$ cat config.mk
export PLATFORM = sky130hd
export DESIGN_NAME = core_mem_system
export DESIGN_NICKNAME = d
export VERILOG_FILES = /design/src/verilog/mem_pkg.sv /design/src/verilog/icache.sv /design/src/verilog/mem_arbiter.sv /design/src/verilog/clint.sv /design/src/verilog/core_mem_system.sv
export SDC_FILE = /design/constraint.sdc
export NUM_CORES = 2
export LEC_CHECK = 0
export BUFFER_PORTS_ARGS = -buffer_cell sky130_fd_sc_hd__buf_2
export CORE_MARGIN = 2
export CORE_UTILIZATION = 57
export CTS_CLUSTER_SIZE = 28
export DETAILED_ROUTE_END_ITERATION = 7
export GPL_ROUTABILITY_DRIVEN = 0
export PLACE_DENSITY = 0.86
export RECOVER_POWER = 50
export SLEW_MARGIN = 20
export SYNTH_ARGS = -nofsm -noshare
export SYNTH_HDL_FRONTEND = slang
export SYNTH_SLANG_ARGS = --single-unit
$ cat constraint.sdc
create_clock -name clock -period 5.2 [get_ports clock]
set_input_delay 0.26 -clock clock [delete_from_list [all_inputs] [get_ports clock]]
set_output_delay 0.26 -clock clock [all_outputs]
set_load 0.02 [all_outputs]
$ cat src/verilog/mem_pkg.sv
package mem_pkg;

    typedef logic [31:0] addr_t;
    typedef logic [31:0] word_t;

    // ##############################
    // AXI4 channel payloads
    // ##############################

    typedef struct packed {
        addr_t      addr;
        logic [3:0] id;
        logic [7:0] len;
        logic [2:0] size;
        logic [1:0] burst;
    } axi_ar_t;

    typedef struct packed {
        word_t      data;
        logic [1:0] resp;
        logic       last;
        logic [3:0] id;
    } axi_r_t;

    typedef struct packed {
        addr_t      addr;
        logic [3:0] id;
        logic [7:0] len;
        logic [2:0] size;
        logic [1:0] burst;
    } axi_aw_t;

    typedef struct packed {
        word_t      data;
        logic [3:0] strb;
        logic       last;
    } axi_w_t;

    typedef struct packed {
        logic [1:0] resp;
        logic [3:0] id;
    } axi_b_t;

    // a single load or store from the core side.
    typedef struct packed {
        addr_t      addr;
        word_t      wdata;
        logic [3:0] wstrb;
        logic       write;
    } dmem_req_t;

    localparam logic [1:0] resp_okay = 2'b00;

    // the timer occupies one 64 KiB region of the data space.
    localparam addr_t       clint_base      = 32'h0200_0000;
    localparam logic [15:0] mtime_lo_offset = 16'hBFF8;
    localparam logic [15:0] mtime_hi_offset = 16'hBFFC;

endpackage

$ cat src/verilog/icache.sv
`timescale 1ns/1ps

module icache #(
    parameter int cache_blocks = 16,
    parameter int block_bytes  = 16
) (
    input  logic           clock,
    input  logic           arst_n,
    input  logic           fetch_valid,
    input  mem_pkg::addr_t fetch_addr,
    output logic           fetch_ready,
    output logic           fetch_resp_valid,
    output logic           fetch_fault,
    output mem_pkg::word_t fetch_data,
    input  logic           flush,
    output logic           refill_req,
    output mem_pkg::addr_t refill_addr,
    input  logic           refill_beat_valid,
    input  logic           refill_done,
    input  logic           refill_fault,
    input  mem_pkg::word_t refill_beat
);
    import mem_pkg::*;

    localparam int words_per_block = block_bytes / 4;
    localparam int offset_bits     = $clog2(block_bytes);
    localparam int word_bits       = $clog2(words_per_block);
    localparam int index_bits      = $clog2(cache_blocks);
    localparam int tag_bits        = 32 - offset_bits - index_bits;

    typedef enum logic [1:0] {s_idle, s_lookup, s_refill, s_respond} state_t;

    state_t                  state;
    addr_t                   req_addr;
    logic                    fault_q;
    logic [word_bits-1:0]    beat_cnt;
    logic [cache_blocks-1:0] line_valid;
    logic [tag_bits-1:0]     tag_mem [cache_blocks];
    word_t                   data_mem [cache_blocks * words_per_block];

    logic [tag_bits-1:0]     req_tag;
    logic [index_bits-1:0]   req_idx;
    logic [word_bits-1:0]    req_word;
    logic                    hit;

    assign req_tag  = req_addr[31 -: tag_bits];
    assign req_idx  = req_addr[offset_bits +: index_bits];
    assign req_word = req_addr[2 +: word_bits];
    assign hit      = line_valid[req_idx] && (tag_mem[req_idx] == req_tag);

    // ##############################
    // fetch sequencing
    // ##############################

    always_ff @(posedge clock or negedge arst_n) begin
        if (!arst_n) begin
            state    <= s_idle;
            fault_q  <= 1'b0;
            beat_cnt <= '0;
        end else begin
            case (state)
                s_idle: begin
                    if (fetch_valid) begin
                        state <= s_lookup;
                    end
                end
                s_lookup: begin
                    if (hit) begin
                        state <= s_idle;
                    end else begin
                        beat_cnt <= '0;
                        state    <= s_refill;
                    end
                end
                s_refill: begin
                    if (refill_beat_valid) begin
                        beat_cnt <= beat_cnt + 1'b1;  // beats arrive in address order.
                    end
                    if (refill_done) begin
                        fault_q <= refill_fault;
                        state   <= s_respond;
                    end
                end
                s_respond: state <= s_idle;
                default:   state <= s_idle;
            endcase
        end
    end

    always_ff @(posedge clock) begin
        if (fetch_valid && fetch_ready) begin
            req_addr <= fetch_addr;
        end
    end

    // a missing line is dropped before the refill, so a faulted refill leaves it invalid.
    always_ff @(posedge clock or negedge arst_n) begin
        if (!arst_n) begin
            line_valid <= '0;
        end else if (flush) begin
            line_valid <= '0;
        end else if (state == s_lookup && !hit) begin
            line_valid[req_idx] <= 1'b0;
        end else if (state == s_refill && refill_done && !refill_fault) begin
            line_valid[req_idx] <= 1'b1;
        end
    end

    always_ff @(posedge clock) begin
        if (state == s_refill && refill_beat_valid) begin
            data_mem[{req_idx, beat_cnt}] <= refill_beat;
        end
        if (state == s_refill && refill_done) begin
            tag_mem[req_idx] <= req_tag;
        end
    end

    assign fetch_ready      = state == s_idle;
    assign fetch_resp_valid = (state == s_lookup && hit) || state == s_respond;
    assign fetch_data       = data_mem[{req_idx, req_word}];
    assign fetch_fault      = state == s_respond && fault_q;

    assign refill_req  = state == s_refill;
    assign refill_addr = {req_tag, req_idx, {offset_bits{1'b0}}};  // block aligned.

endmodule

$ cat src/verilog/mem_arbiter.sv
`timescale 1ns/1ps

module mem_arbiter #(
    parameter int block_bytes = 16
) (
    input  logic               clock,
    input  logic               arst_n,
    input  logic               data_valid,
    input  mem_pkg::dmem_req_t data_req,
    output logic               data_ready,
    output logic               data_resp_valid,
    output logic               data_fault,
    output mem_pkg::word_t     data_rdata,
    input  logic               refill_req,
    input  mem_pkg::addr_t     refill_addr,
    output logic               refill_beat_valid,
    output logic               refill_done,
    output logic               refill_fault,
    output mem_pkg::word_t     refill_beat,
    output logic               clint_rd,
    output logic [15:0]        clint_offset,
    input  logic               clint_rvalid,
    input  mem_pkg::word_t     clint_rdata,
    output mem_pkg::axi_ar_t   ar,
    output logic               arvalid,
    input  logic               arready,
    input  mem_pkg::axi_r_t    r,
    input  logic               rvalid,
    output logic               rready,
    output mem_pkg::axi_aw_t   aw,
    output logic               awvalid,
    input  logic               awready,
    output mem_pkg::axi_w_t    w,
    output logic               wvalid,
    input  logic               wready,
    input  mem_pkg::axi_b_t    b,
    input  logic               bvalid,
    output logic               bready
);
    import mem_pkg::*;

    localparam int         words_per_block = block_bytes / 4;
    localparam logic [1:0] burst_incr      = 2'b01;
    localparam logic [2:0] size_word       = 3'b010;

    typedef enum logic [2:0] {s_idle, s_clint, s_ar, s_r, s_aw_w, s_b} state_t;

    state_t    state;
    dmem_req_t req_q;
    logic      serve_refill;  // the running transaction belongs to the icache.
    logic      beat_fault;
    logic      aw_done;
    logic      w_done;
    logic      in_clint;

    assign in_clint   = data_req.addr[31:16] == clint_base[31:16];
    assign data_ready = state == s_idle;

    // ##############################
    // arbitration and sequencing
    // ##############################

    always_ff @(posedge clock or negedge arst_n) begin
        if (!arst_n) begin
            state        <= s_idle;
            serve_refill <= 1'b0;
            beat_fault   <= 1'b0;
            aw_done      <= 1'b0;
            w_done       <= 1'b0;
            clint_rd     <= 1'b0;
        end else begin
            clint_rd <= 1'b0;
            case (state)
                s_idle: begin
                    // data beats refill when both wait.
                    if (data_valid) begin
                        serve_refill <= 1'b0;
                        if (in_clint) begin
                            clint_rd <= 1'b1;  // a store here only waits out the read.
                            state    <= s_clint;
                        end else if (data_req.write) begin
                            aw_done <= 1'b0;
                            w_done  <= 1'b0;
                            state   <= s_aw_w;
                        end else begin
                            state <= s_ar;
                        end
                    end else if (refill_req) begin
                        serve_refill <= 1'b1;
                        beat_fault   <= 1'b0;
                        state        <= s_ar;
                    end
                end
                s_clint: begin
                    if (clint_rvalid) begin
                        state <= s_idle;
                    end
                end
                s_ar: begin
                    if (arready) begin
                        state <= s_r;
                    end
                end
                s_r: begin
                    if (rvalid) begin
                        beat_fault <= beat_fault | (r.resp != resp_okay);
                        if (!serve_refill || r.last) begin
                            state <= s_idle;
                        end
                    end
                end
                s_aw_w: begin
                    aw_done <= aw_done | awready;
                    w_done  <= w_done | wready;
                    if ((aw_done || awready) && (w_done || wready)) begin
                        state <= s_b;
                    end
                end
                s_b: begin
                    if (bvalid) begin
                        state <= s_idle;
                    end
                end
                default: state <= s_idle;
            endcase
        end
    end

    always_ff @(posedge clock) begin
        if (data_valid && data_ready) begin
            req_q <= data_req;
        end
    end

    assign clint_offset = req_q.addr[15:0];

    always_comb begin
        ar.addr  = serve_refill ? refill_addr : req_q.addr;
        ar.id    = serve_refill ? 4'd0 : 4'd1;
        ar.len   = serve_refill ? 8'(words_per_block - 1) : 8'd0;
        ar.size  = size_word;
        ar.burst = burst_incr;
    end

    assign aw = '{addr: req_q.addr, id: 4'd1, len: 8'd0, size: size_word, burst: burst_incr};
    assign w  = '{data: req_q.wdata, strb: req_q.wstrb, last: 1'b1};

    assign arvalid = state == s_ar;
    assign rready  = state == s_r;
    assign awvalid = state == s_aw_w && !aw_done;
    assign wvalid  = state == s_aw_w && !w_done;
    assign bready  = state == s_b;

    assign refill_beat_valid = state == s_r && rvalid && serve_refill;
    assign refill_beat       = r.data;
    assign refill_done       = refill_beat_valid && r.last;
    assign refill_fault      = refill_done && (beat_fault || r.resp != resp_okay);

    assign data_resp_valid = (state == s_clint && clint_rvalid)
                           || (state == s_r && rvalid && !serve_refill)
                           || (state == s_b && bvalid);
    assign data_rdata      = (state == s_clint) ? clint_rdata : r.data;
    assign data_fault      = (state == s_r && rvalid && !serve_refill && r.resp != resp_okay)
                           || (state == s_b && bvalid && b.resp != resp_okay);

endmodule

$ cat src/verilog/clint.sv
`timescale 1ns/1ps

module clint (
    input  logic           clock,
    input  logic           arst_n,
    input  logic           rd,
    input  logic [15:0]    offset,
    output logic           rvalid,
    output mem_pkg::word_t rdata
);
    import mem_pkg::*;

    logic [63:0] mtime;

    always_ff @(posedge clock or negedge arst_n) begin
        if (!arst_n) begin
            mtime  <= '0;
            rvalid <= 1'b0;
        end else begin
            mtime  <= mtime + 64'd1;  // free running, one tick per clock.
            rvalid <= rd;
        end
    end

    // the two halves are read separately, so a carry between reads is visible.
    always_ff @(posedge clock) begin
        if (rd) begin
            case (offset)
                mtime_lo_offset: rdata <= mtime[31:0];
                mtime_hi_offset: rdata <= mtime[63:32];
                default:         rdata <= '0;
            endcase
        end
    end

endmodule

$ cat src/verilog/core_mem_system.sv
`timescale 1ns/1ps

module core_mem_system #(
    parameter int cache_blocks = 16,
    parameter int block_bytes  = 16
) (
    input  logic               clock,
    input  logic               arst_n,
    input  logic               fetch_valid,
    input  mem_pkg::addr_t     fetch_addr,
    output logic               fetch_ready,
    output logic               fetch_resp_valid,
    output logic               fetch_fault,
    output mem_pkg::word_t     fetch_data,
    input  logic               icache_flush,
    input  logic               data_valid,
    input  mem_pkg::dmem_req_t data_req,
    output logic               data_ready,
    output logic               data_resp_valid,
    output logic               data_fault,
    output mem_pkg::word_t     data_rdata,
    output mem_pkg::axi_ar_t   ar,
    output logic               arvalid,
    input  logic               arready,
    input  mem_pkg::axi_r_t    r,
    input  logic               rvalid,
    output logic               rready,
    output mem_pkg::axi_aw_t   aw,
    output logic               awvalid,
    input  logic               awready,
    output mem_pkg::axi_w_t    w,
    output logic               wvalid,
    input  logic               wready,
    input  mem_pkg::axi_b_t    b,
    input  logic               bvalid,
    output logic               bready
);
    import mem_pkg::*;

    // refill link between the icache and the arbiter.
    logic        refill_req;
    addr_t       refill_addr;
    logic        refill_beat_valid;
    logic        refill_done;
    logic        refill_fault;
    word_t       refill_beat;

    logic        clint_rd;
    logic [15:0] clint_offset;
    logic        clint_rvalid;
    word_t       clint_rdata;

    icache #(
        .cache_blocks (cache_blocks),
        .block_bytes  (block_bytes)
    ) u_icache (
        .clock             (clock),
        .arst_n            (arst_n),
        .fetch_valid       (fetch_valid),
        .fetch_addr        (fetch_addr),
        .fetch_ready       (fetch_ready),
        .fetch_resp_valid  (fetch_resp_valid),
        .fetch_fault       (fetch_fault),
        .fetch_data        (fetch_data),
        .flush             (icache_flush),
        .refill_req        (refill_req),
        .refill_addr       (refill_addr),
        .refill_beat_valid (refill_beat_valid),
        .refill_done       (refill_done),
        .refill_fault      (refill_fault),
        .refill_beat       (refill_beat)
    );

    mem_arbiter #(
        .block_bytes (block_bytes)
    ) u_arbiter (
        .clock             (clock),
        .arst_n            (arst_n),
        .data_valid        (data_valid),
        .data_req          (data_req),
        .data_ready        (data_ready),
        .data_resp_valid   (data_resp_valid),
        .data_fault        (data_fault),
        .data_rdata        (data_rdata),
        .refill_req        (refill_req),
        .refill_addr       (refill_addr),
        .refill_beat_valid (refill_beat_valid),
        .refill_done       (refill_done),
        .refill_fault      (refill_fault),
        .refill_beat       (refill_beat),
        .clint_rd          (clint_rd),
        .clint_offset      (clint_offset),
        .clint_rvalid      (clint_rvalid),
        .clint_rdata       (clint_rdata),
        .ar                (ar),
        .arvalid           (arvalid),
        .arready           (arready),
        .r                 (r),
        .rvalid            (rvalid),
        .rready            (rready),
        .aw                (aw),
        .awvalid           (awvalid),
        .awready           (awready),
        .w                 (w),
        .wvalid            (wvalid),
        .wready            (wready),
        .b                 (b),
        .bvalid            (bvalid),
        .bready            (bready)
    );

    clint u_clint (
        .clock  (clock),
        .arst_n (arst_n),
        .rd     (clint_rd),
        .offset (clint_offset),
        .rvalid (clint_rvalid),
        .rdata  (clint_rdata)
    );

endmodule

# Word level (Yosys, flattened, before mapping)

Memories as Yosys holds them, arrays and structs flattened. A register that Yosys moved wholly into a read port is not among the register bits.
Index checks and enable logic that the tools add are counted.
W data, S select, Z words.

Flip-flop bits (word level): 226
Memory bits (writable): 2432
Output and inout port bits: 210
Memories: 2

Memories:

| name              | words | width | rd ports | clocked after Yosys merged registers in | write ports | RTL line     | text |
|---|---|---|---|---|---|---|---|
| u_icache.data_mem | 64    | 32    | 1        | 1                                       | 1           | icache.sv:39 | `word_t data_mem [cache_blocks * words_per_block];` |
| u_icache.tag_mem  | 16    | 24    | 1        | 1                                       | 1           | icache.sv:38 | `logic [tag_bits-1:0] tag_mem [cache_blocks];` |

Add/subtract/negate cells: 2
$lt $le $gt $ge: 2
Eq/ne operators: 28
Multiplexer cells: 50
Bitwise operators: 6
Reductions and logical operators: 51

Operators by type and width:

| cell                    | number |
|---|---|
| $add A64 B1 Y64 const B | 1 |
| $mux W32                | 2 |
| $pmux W32 S2            | 1 |
| $mux W16                | 3 |
| $eq A16 B16 Y1 const B  | 2 |
| $mux W3                 | 10 |
| $eq A24 B24 Y1          | 1 |
| $logic_and A1 B1 Y1     | 22 |
| $mux W1                 | 18 |
| $ne A2 B2 Y1 const B    | 9 |
| $pmux W3 S6             | 1 |
| $and A16 B16 Y16        | 1 |
| $eq A16 B10 Y1 const B  | 1 |
| $not A16 Y16            | 1 |
| $or A16 B16 Y16         | 1 |
| $mux W2                 | 6 |
| $ne A2 B1 Y1 const B    | 6 |
| $reduce_bool A2 Y1      | 6 |
| $logic_or A1 B1 Y1      | 8 |
| $pmux W2 S4             | 1 |
| $reduce_and A4 Y1       | 2 |
| $reduce_and A7 Y1       | 1 |
| $eq A3 B2 Y1 const B    | 2 |
| $eq A3 B3 Y1 const B    | 2 |
| 20 further kinds        | 31 |

# Logic depth before layout (Yosys ltp)

Depth after elaboration: 10
Mapped depth: 14

# By module

From an unflattened synthesis, not the netlist that was laid out.

Cell total of the unflattened synthesis: 4582
Area total of the unflattened synthesis: 104048.5 um^2

By module, submodules not included:

| module      | times used | cells an instance | area an instance (um^2) | sequential area each (um^2) |
|---|---|---|---|---|
| icache      | 1          | 3918              | 95537.9                 | 74576.5 |
| clint       | 1          | 371               | 4464.3                  | 2587.5 |
| mem_arbiter | 1          | 293               | 4046.4                  | 2242.2 |

# Worst setup path before layout

No wires, ideal clock.

Kind: reg-to-reg
Start point: register u_arbiter.state[1]
End point: memory u_icache.tag_mem[11][0] (netlist bit) (enable)
Library setup time: 0.435 ns
Arrival: 3.524 ns
Data required time: 4.765 ns
Slack: 1.241 ns
Cell stages (with the launch flop): 8
Buffers on the path: 2
Clock period less this slack: 3.959 ns
Cells stage by stage: dfrtp_1 clkbuf_1 and3b_1 nand2_1 nor2_1 nand3_1 clkbuf_1 nor3_1

Longest elaborated chain between the ends: 7

RTL lines:

| element                           | RTL line              | text |
|---|---|---|
| from (decl)                       | mem_arbiter.sv:48     | `state_t state;` |
| from (signal assigned)            | mem_arbiter.sv:65     | `state <= s_idle;` |
| from (signal assigned)            | mem_arbiter.sv:80     | `state <= s_clint;` |
| from (signal assigned)            | mem_arbiter.sv:84     | `state <= s_aw_w;` |
| $eq A3 B2 Y1                      | -                     |  |
| net rready                        | core_mem_system.sv:27 | `output logic rready,` |
| $logic_and A1 B1 Y1 (2 in series) | mem_arbiter.sv:154    | `assign refill_beat_valid = state == s_r && rvalid && serve_refill;` |
| $logic_and A1 B1 Y1               | mem_arbiter.sv:156    | `assign refill_done = refill_beat_valid && r.last;` |
| $logic_and A1 B1 Y1               | icache.sv:113         | `if (state == s_refill && refill_done) begin` |
| $mux W1                           | icache.sv:113         |  |
| $mux W1 (not written as such)     | icache.sv:114         | `tag_mem[req_idx] <= req_tag;` |
| to (decl)                         | icache.sv:38          |  |

The timed path passes the listed nets, and every way through them passes these cells.

==> metrics.log <==
INFO  metric max_slew_margin = -1.55
INFO  metric final.setup.worst_slack = -0.0257 ns
INFO  metric r2r.worst_path.cells = 10
INFO  metric fmaxAchievable = 191 MHz
INFO  metric design.die.area = between 150,000 and 200,000 um^2
INFO  metric cts_inserted_buffers = about 280
INFO  metric initial_utilization = 0.575
INFO  metric clock_pin_slew_on_the_worst_setup_and_hold_paths = roughly 0.090 ns
INFO  metric detailroute.wirelength.met2 = 158,000 um
INFO  metric fin_max_slew_vios = 1,959
INFO  metric design.core.area = about 180,000 um^2
INFO  metric kind_of_end_point_of_the_critical_path = primary output
INFO  metric p_switching = approximately 16 mW
INFO  metric syn-mean-instance-area = 23.1 um^2
INFO  metric detail_route.wirelength = 333,000 um
INFO  metric hold_class = input pin to flop
INFO  metric synth.cell_area = roughly 100,000 um^2
INFO  metric floorplan.rows = 155
INFO  metric hpwl = roughly 160,000 um
INFO  metric area.growth.synth_to_final = 15.0%
INFO  metric part_of_the_power_in_combinational_logic = 0.213
INFO  metric failing_checks = DRC, capacitance limit, slew limit, setup timing
INFO  metric final_antenna_net_count = 0
INFO  metric pre_cts_ws = slightly above 0.9 ns
INFO  metric maxUsedRoutingLayer = met5
INFO  metric min_period_over_period = 1.00
INFO  metric flip_flop_and_latch_count_after_synthesis = roughly 2,700
INFO  metric drtIter0Drc = approximately 11,000
INFO  metric fin_crit_period = 5.23 ns
INFO  metric synthArstFlopShare = 0.0353
INFO  metric first_global_vias = 58,000
INFO  metric final.setup_skew = approximately 0.077 ns
INFO  metric critical_path_class = flop to primary output
INFO  metric ys_dominant_reg_cell = edfxtp_1
INFO  metric synth-seq-area-share = 0.772
INFO  metric power.density_cell_area = roughly 470 nW/um^2
INFO  metric die-height = about 430 um
INFO  metric yosysWarnings = 0
INFO  metric met3RoutedLength = between 40,000 and 50,000 um
INFO  metric dpl_cell_area = between 100,000 and 150,000 um^2
INFO  metric grt_antenna_before_repair = 28
INFO  metric finalHoldViolations = 0
INFO  metric detailedRoute.firstPassIterationCount = 8
INFO  metric power.clock.fraction = 0.351
INFO  metric portBuffers = approximately 320
INFO  metric vias_per_cell = 7.56
INFO  metric post_drt_wl_per_cell = 43.3 um
INFO  metric tritoncts = done
INFO  metric synth_cell_type_count = 63
INFO  metric grt_overflow_total = 0
INFO  metric fraction_of_layout_cells_with_a_size_suffix_above_1 = 0.307
INFO  metric yosys.area.top_type_share = 0.748
INFO  metric vdd_drop_max = 438 uV
INFO  metric via_count = roughly 58,000
INFO  metric clk-insertion-delay-late = ~0.98 ns
INFO  metric startpoint_type = flop
INFO  metric netlist_top_cells_area = edfxtp_1, mux4_2, dfrtp_1
INFO  metric static-leakage-power = roughly 38 nW
INFO  metric global_route.usage.total = 0.362
INFO  metric max-clock-path-buffers = 4
INFO  metric intPower = between 30 and 40 mW
INFO  metric cts-root-buf = clkbuf_16
INFO  metric syn_inst = approximately 4,400
INFO  metric num-nets-final = 5,310
INFO  metric status = finished, violations left
INFO  metric final_util = 0.661
INFO  metric crit_arrival = just under 5 ns
INFO  metric cap_viol_max_count = 46
INFO  metric timing.hold.worst_path_depth = 2
INFO  metric worstPathMaxFanout = 26
INFO  metric ios = roughly 370
INFO  metric multiInputGateArea = 22,900 um^2
INFO  metric synth_top_cell_by_area = edfxtp_1
INFO  metric setup_violations = 1
INFO  metric layout.filler_cells = 10,100
INFO  metric worst_slew_pin_slew = 3.82 ns
INFO  metric grt_max_degree = about 110
INFO  metric seqPwrFrac = 0.436
INFO  metric cts.sinks = 2,662
INFO  metric total_power = between 50 and 60 mW
INFO  metric post_route_met1_wirelength = between 90,000 and 100,000 um
INFO  metric reg_to_reg_setup_timing_slack = between 0.3 and 0.4 ns
INFO  metric drc_errors = 2
INFO  metric worst_ep_required_time = around 4.9 ns
INFO  metric number_of_synthesized_flops_with_an_enable_pin = about 2,600
INFO  metric h-tree-depth = 5
INFO  metric grt_pass1_wl = 459,000 um
INFO  metric die_w = 429 um
INFO  metric p_sw_frac = 0.289
INFO  metric fin_area = about 120,000 um^2
INFO  metric final-seq-area = 79,400 um^2
cells by family after synthesis:
logic type | share of synthesized area
AOI/OAI and AO/OA | 0.00756
xor gates and xnor gates | 0.00750
adders and majority gates | 0.000608
buffers and inverters | 0.0122
DFF | 0.772
muxes | 0.181
other | 0.0000730
and+or+nand+nor | 0.0183
cell usage in the layout (no fill, tap or decap), types with 32 or more instances in the layout:
cell           synthesis  routed
buf_4                 42     133
nand3_1               35      33
xnor2_1               58      58
mux2i_1               80      80
buf_2                 14     194
conb_1                 2      32
clkbuf_1             138     226
mux4_2               753     753
nand2_1               82      82
mux2_2                66      63
dlygate4sd3_1          0     145
edfxtp_1            2562    2562
nor2_1               140      76
dfrtp_1               94      94
clkinv_1               1      39
clkbuf_16              0     284
nor2_4                 0      64
clkinv_2               0      45
cell type report:
| cell class | instances | area share |
|---|---|---|
| diodes | 10 | 0.000212 |
| clock buffers | 348 | 0.0623 |
| clock inverters | 118 | 0.00914 |
| inverters | 19 | 0.000677 |
| multi-input cells | 1530 | 0.193 |
| flip-flops and latches | 2662 | 0.672 |
| well taps | 2355 | 0.0249 |
| repair buffers | 660 | 0.0380 |
registers in the layout (all words and copies together), names as in the netlist, named ones only:
signal	flops
u_icache.state	1
u_icache.fault_q	1
u_clint.rdata	32
u_icache.beat_cnt	2
u_arbiter.serve_refill	1
u_arbiter.w	36
u_icache.data_mem	2048
u_clint.rvalid	1
u_icache.tag_mem	384
u_arbiter.state	3
u_arbiter.w_done	1
u_icache.req_addr	30
u_arbiter.clint_rd	1
u_arbiter.beat_fault	1
u_icache.line_valid	16
u_arbiter.aw_done	1
u_arbiter.aw	32
u_clint.mtime	64
per-stage QoR:
step | instances | TNS [ns] | hold slack (ns)
finish | 7702 | -0.0257 | 0.0193
global route | 7694 | -0.0207 | 0.0281
global placement | 7077 | 0 | 0.267
CTS | 7686 | 0 | 0.00119
floorplan | 4474 | 0 | -0.0356
detailed placement | 7077 | 0 | 0.275
power groups by stage:
stage               sequential, mW  combinational (mW)  clock [mW]
detailed placement            24.8                10.9           0
floorplan                     24.6                7.33           0
global route                  24.5                12.1        20.3
global placement              24.8                10.6           0
finish                        24.5                11.9        19.7
CTS                           24.4                11.5        19.4
path summary, 6_finish.rpt:
check | startpoint | to
worst min-delay path | data_req[27] | u_arbiter.w[27]
min in group asynchronous | arst_n | u_clint.mtime[13]
worst min register to register | u_clint.mtime[28] | u_clint.mtime[28]
worst max register to register | u_arbiter.state[1] | u_icache.line_valid[10]
max in group asynchronous | arst_n | u_clint.mtime[63]
worst max-delay path | flop | fetch_resp_valid
worst max-delay path, cell delays in order (launching register included):
cell,delay [ns]
dfxtp_4,0.59
buf_6,0.43
mux4_2,0.70
and2_1,0.23
a211oi_1,0.28
a21oi_1,0.13
xor2_1,0.21
a2111o_1,0.44
nor4_1,0.43
buf_4,0.23
or2_2,0.12
buf_2,0.18
synthesized netlist by cell type (3+ instances only):
master,number
a211oi_1,19
a21oi_1,17
a22o_1,4
a22oi_1,7
a311oi_1,6
a31oi_1,21
and2_1,11
and3_1,18
and3b_1,3
and4_1,6
buf_1,66
buf_2,14
buf_4,42
buf_6,3
clkbuf_1,138
dfrtp_1,94
dfxtp_1,6
edfxtp_1,2562
ha_1,5
inv_1,17
mux2_2,66
mux2i_1,80
mux4_1,6
mux4_2,753
nand2_1,82
nand2b_1,7
nand3_1,35
nand4_1,15
nor2_1,140
nor2b_1,22
nor3_1,29
nor4_1,8
o211ai_1,3
o21ai_0,8
o32ai_1,3
or2_2,3
xnor2_1,58
xor2_1,30
routing by layer:
layer | vias up | track usage
li1 | 20100 | -
met3 | 1886 | 0.0945
met2 | 7060 | 0.575
met1 | 29100 | 0.428
met5 | - | 0
met4 | 22 | 0.268
what timing repair did:
action / 4_1_cts / 5_1_grt
resized for setup: 1 / 4
pin swaps: 0 / 0
hold buffers: 143 / 3
hold endpoints to repair: 890 / 192
gates cloned: 0 / 0
setup endpoints to repair: 1 / 1
setup buffers: 0 / 1
No activity file was read; power rests on OpenSTA's default activity.
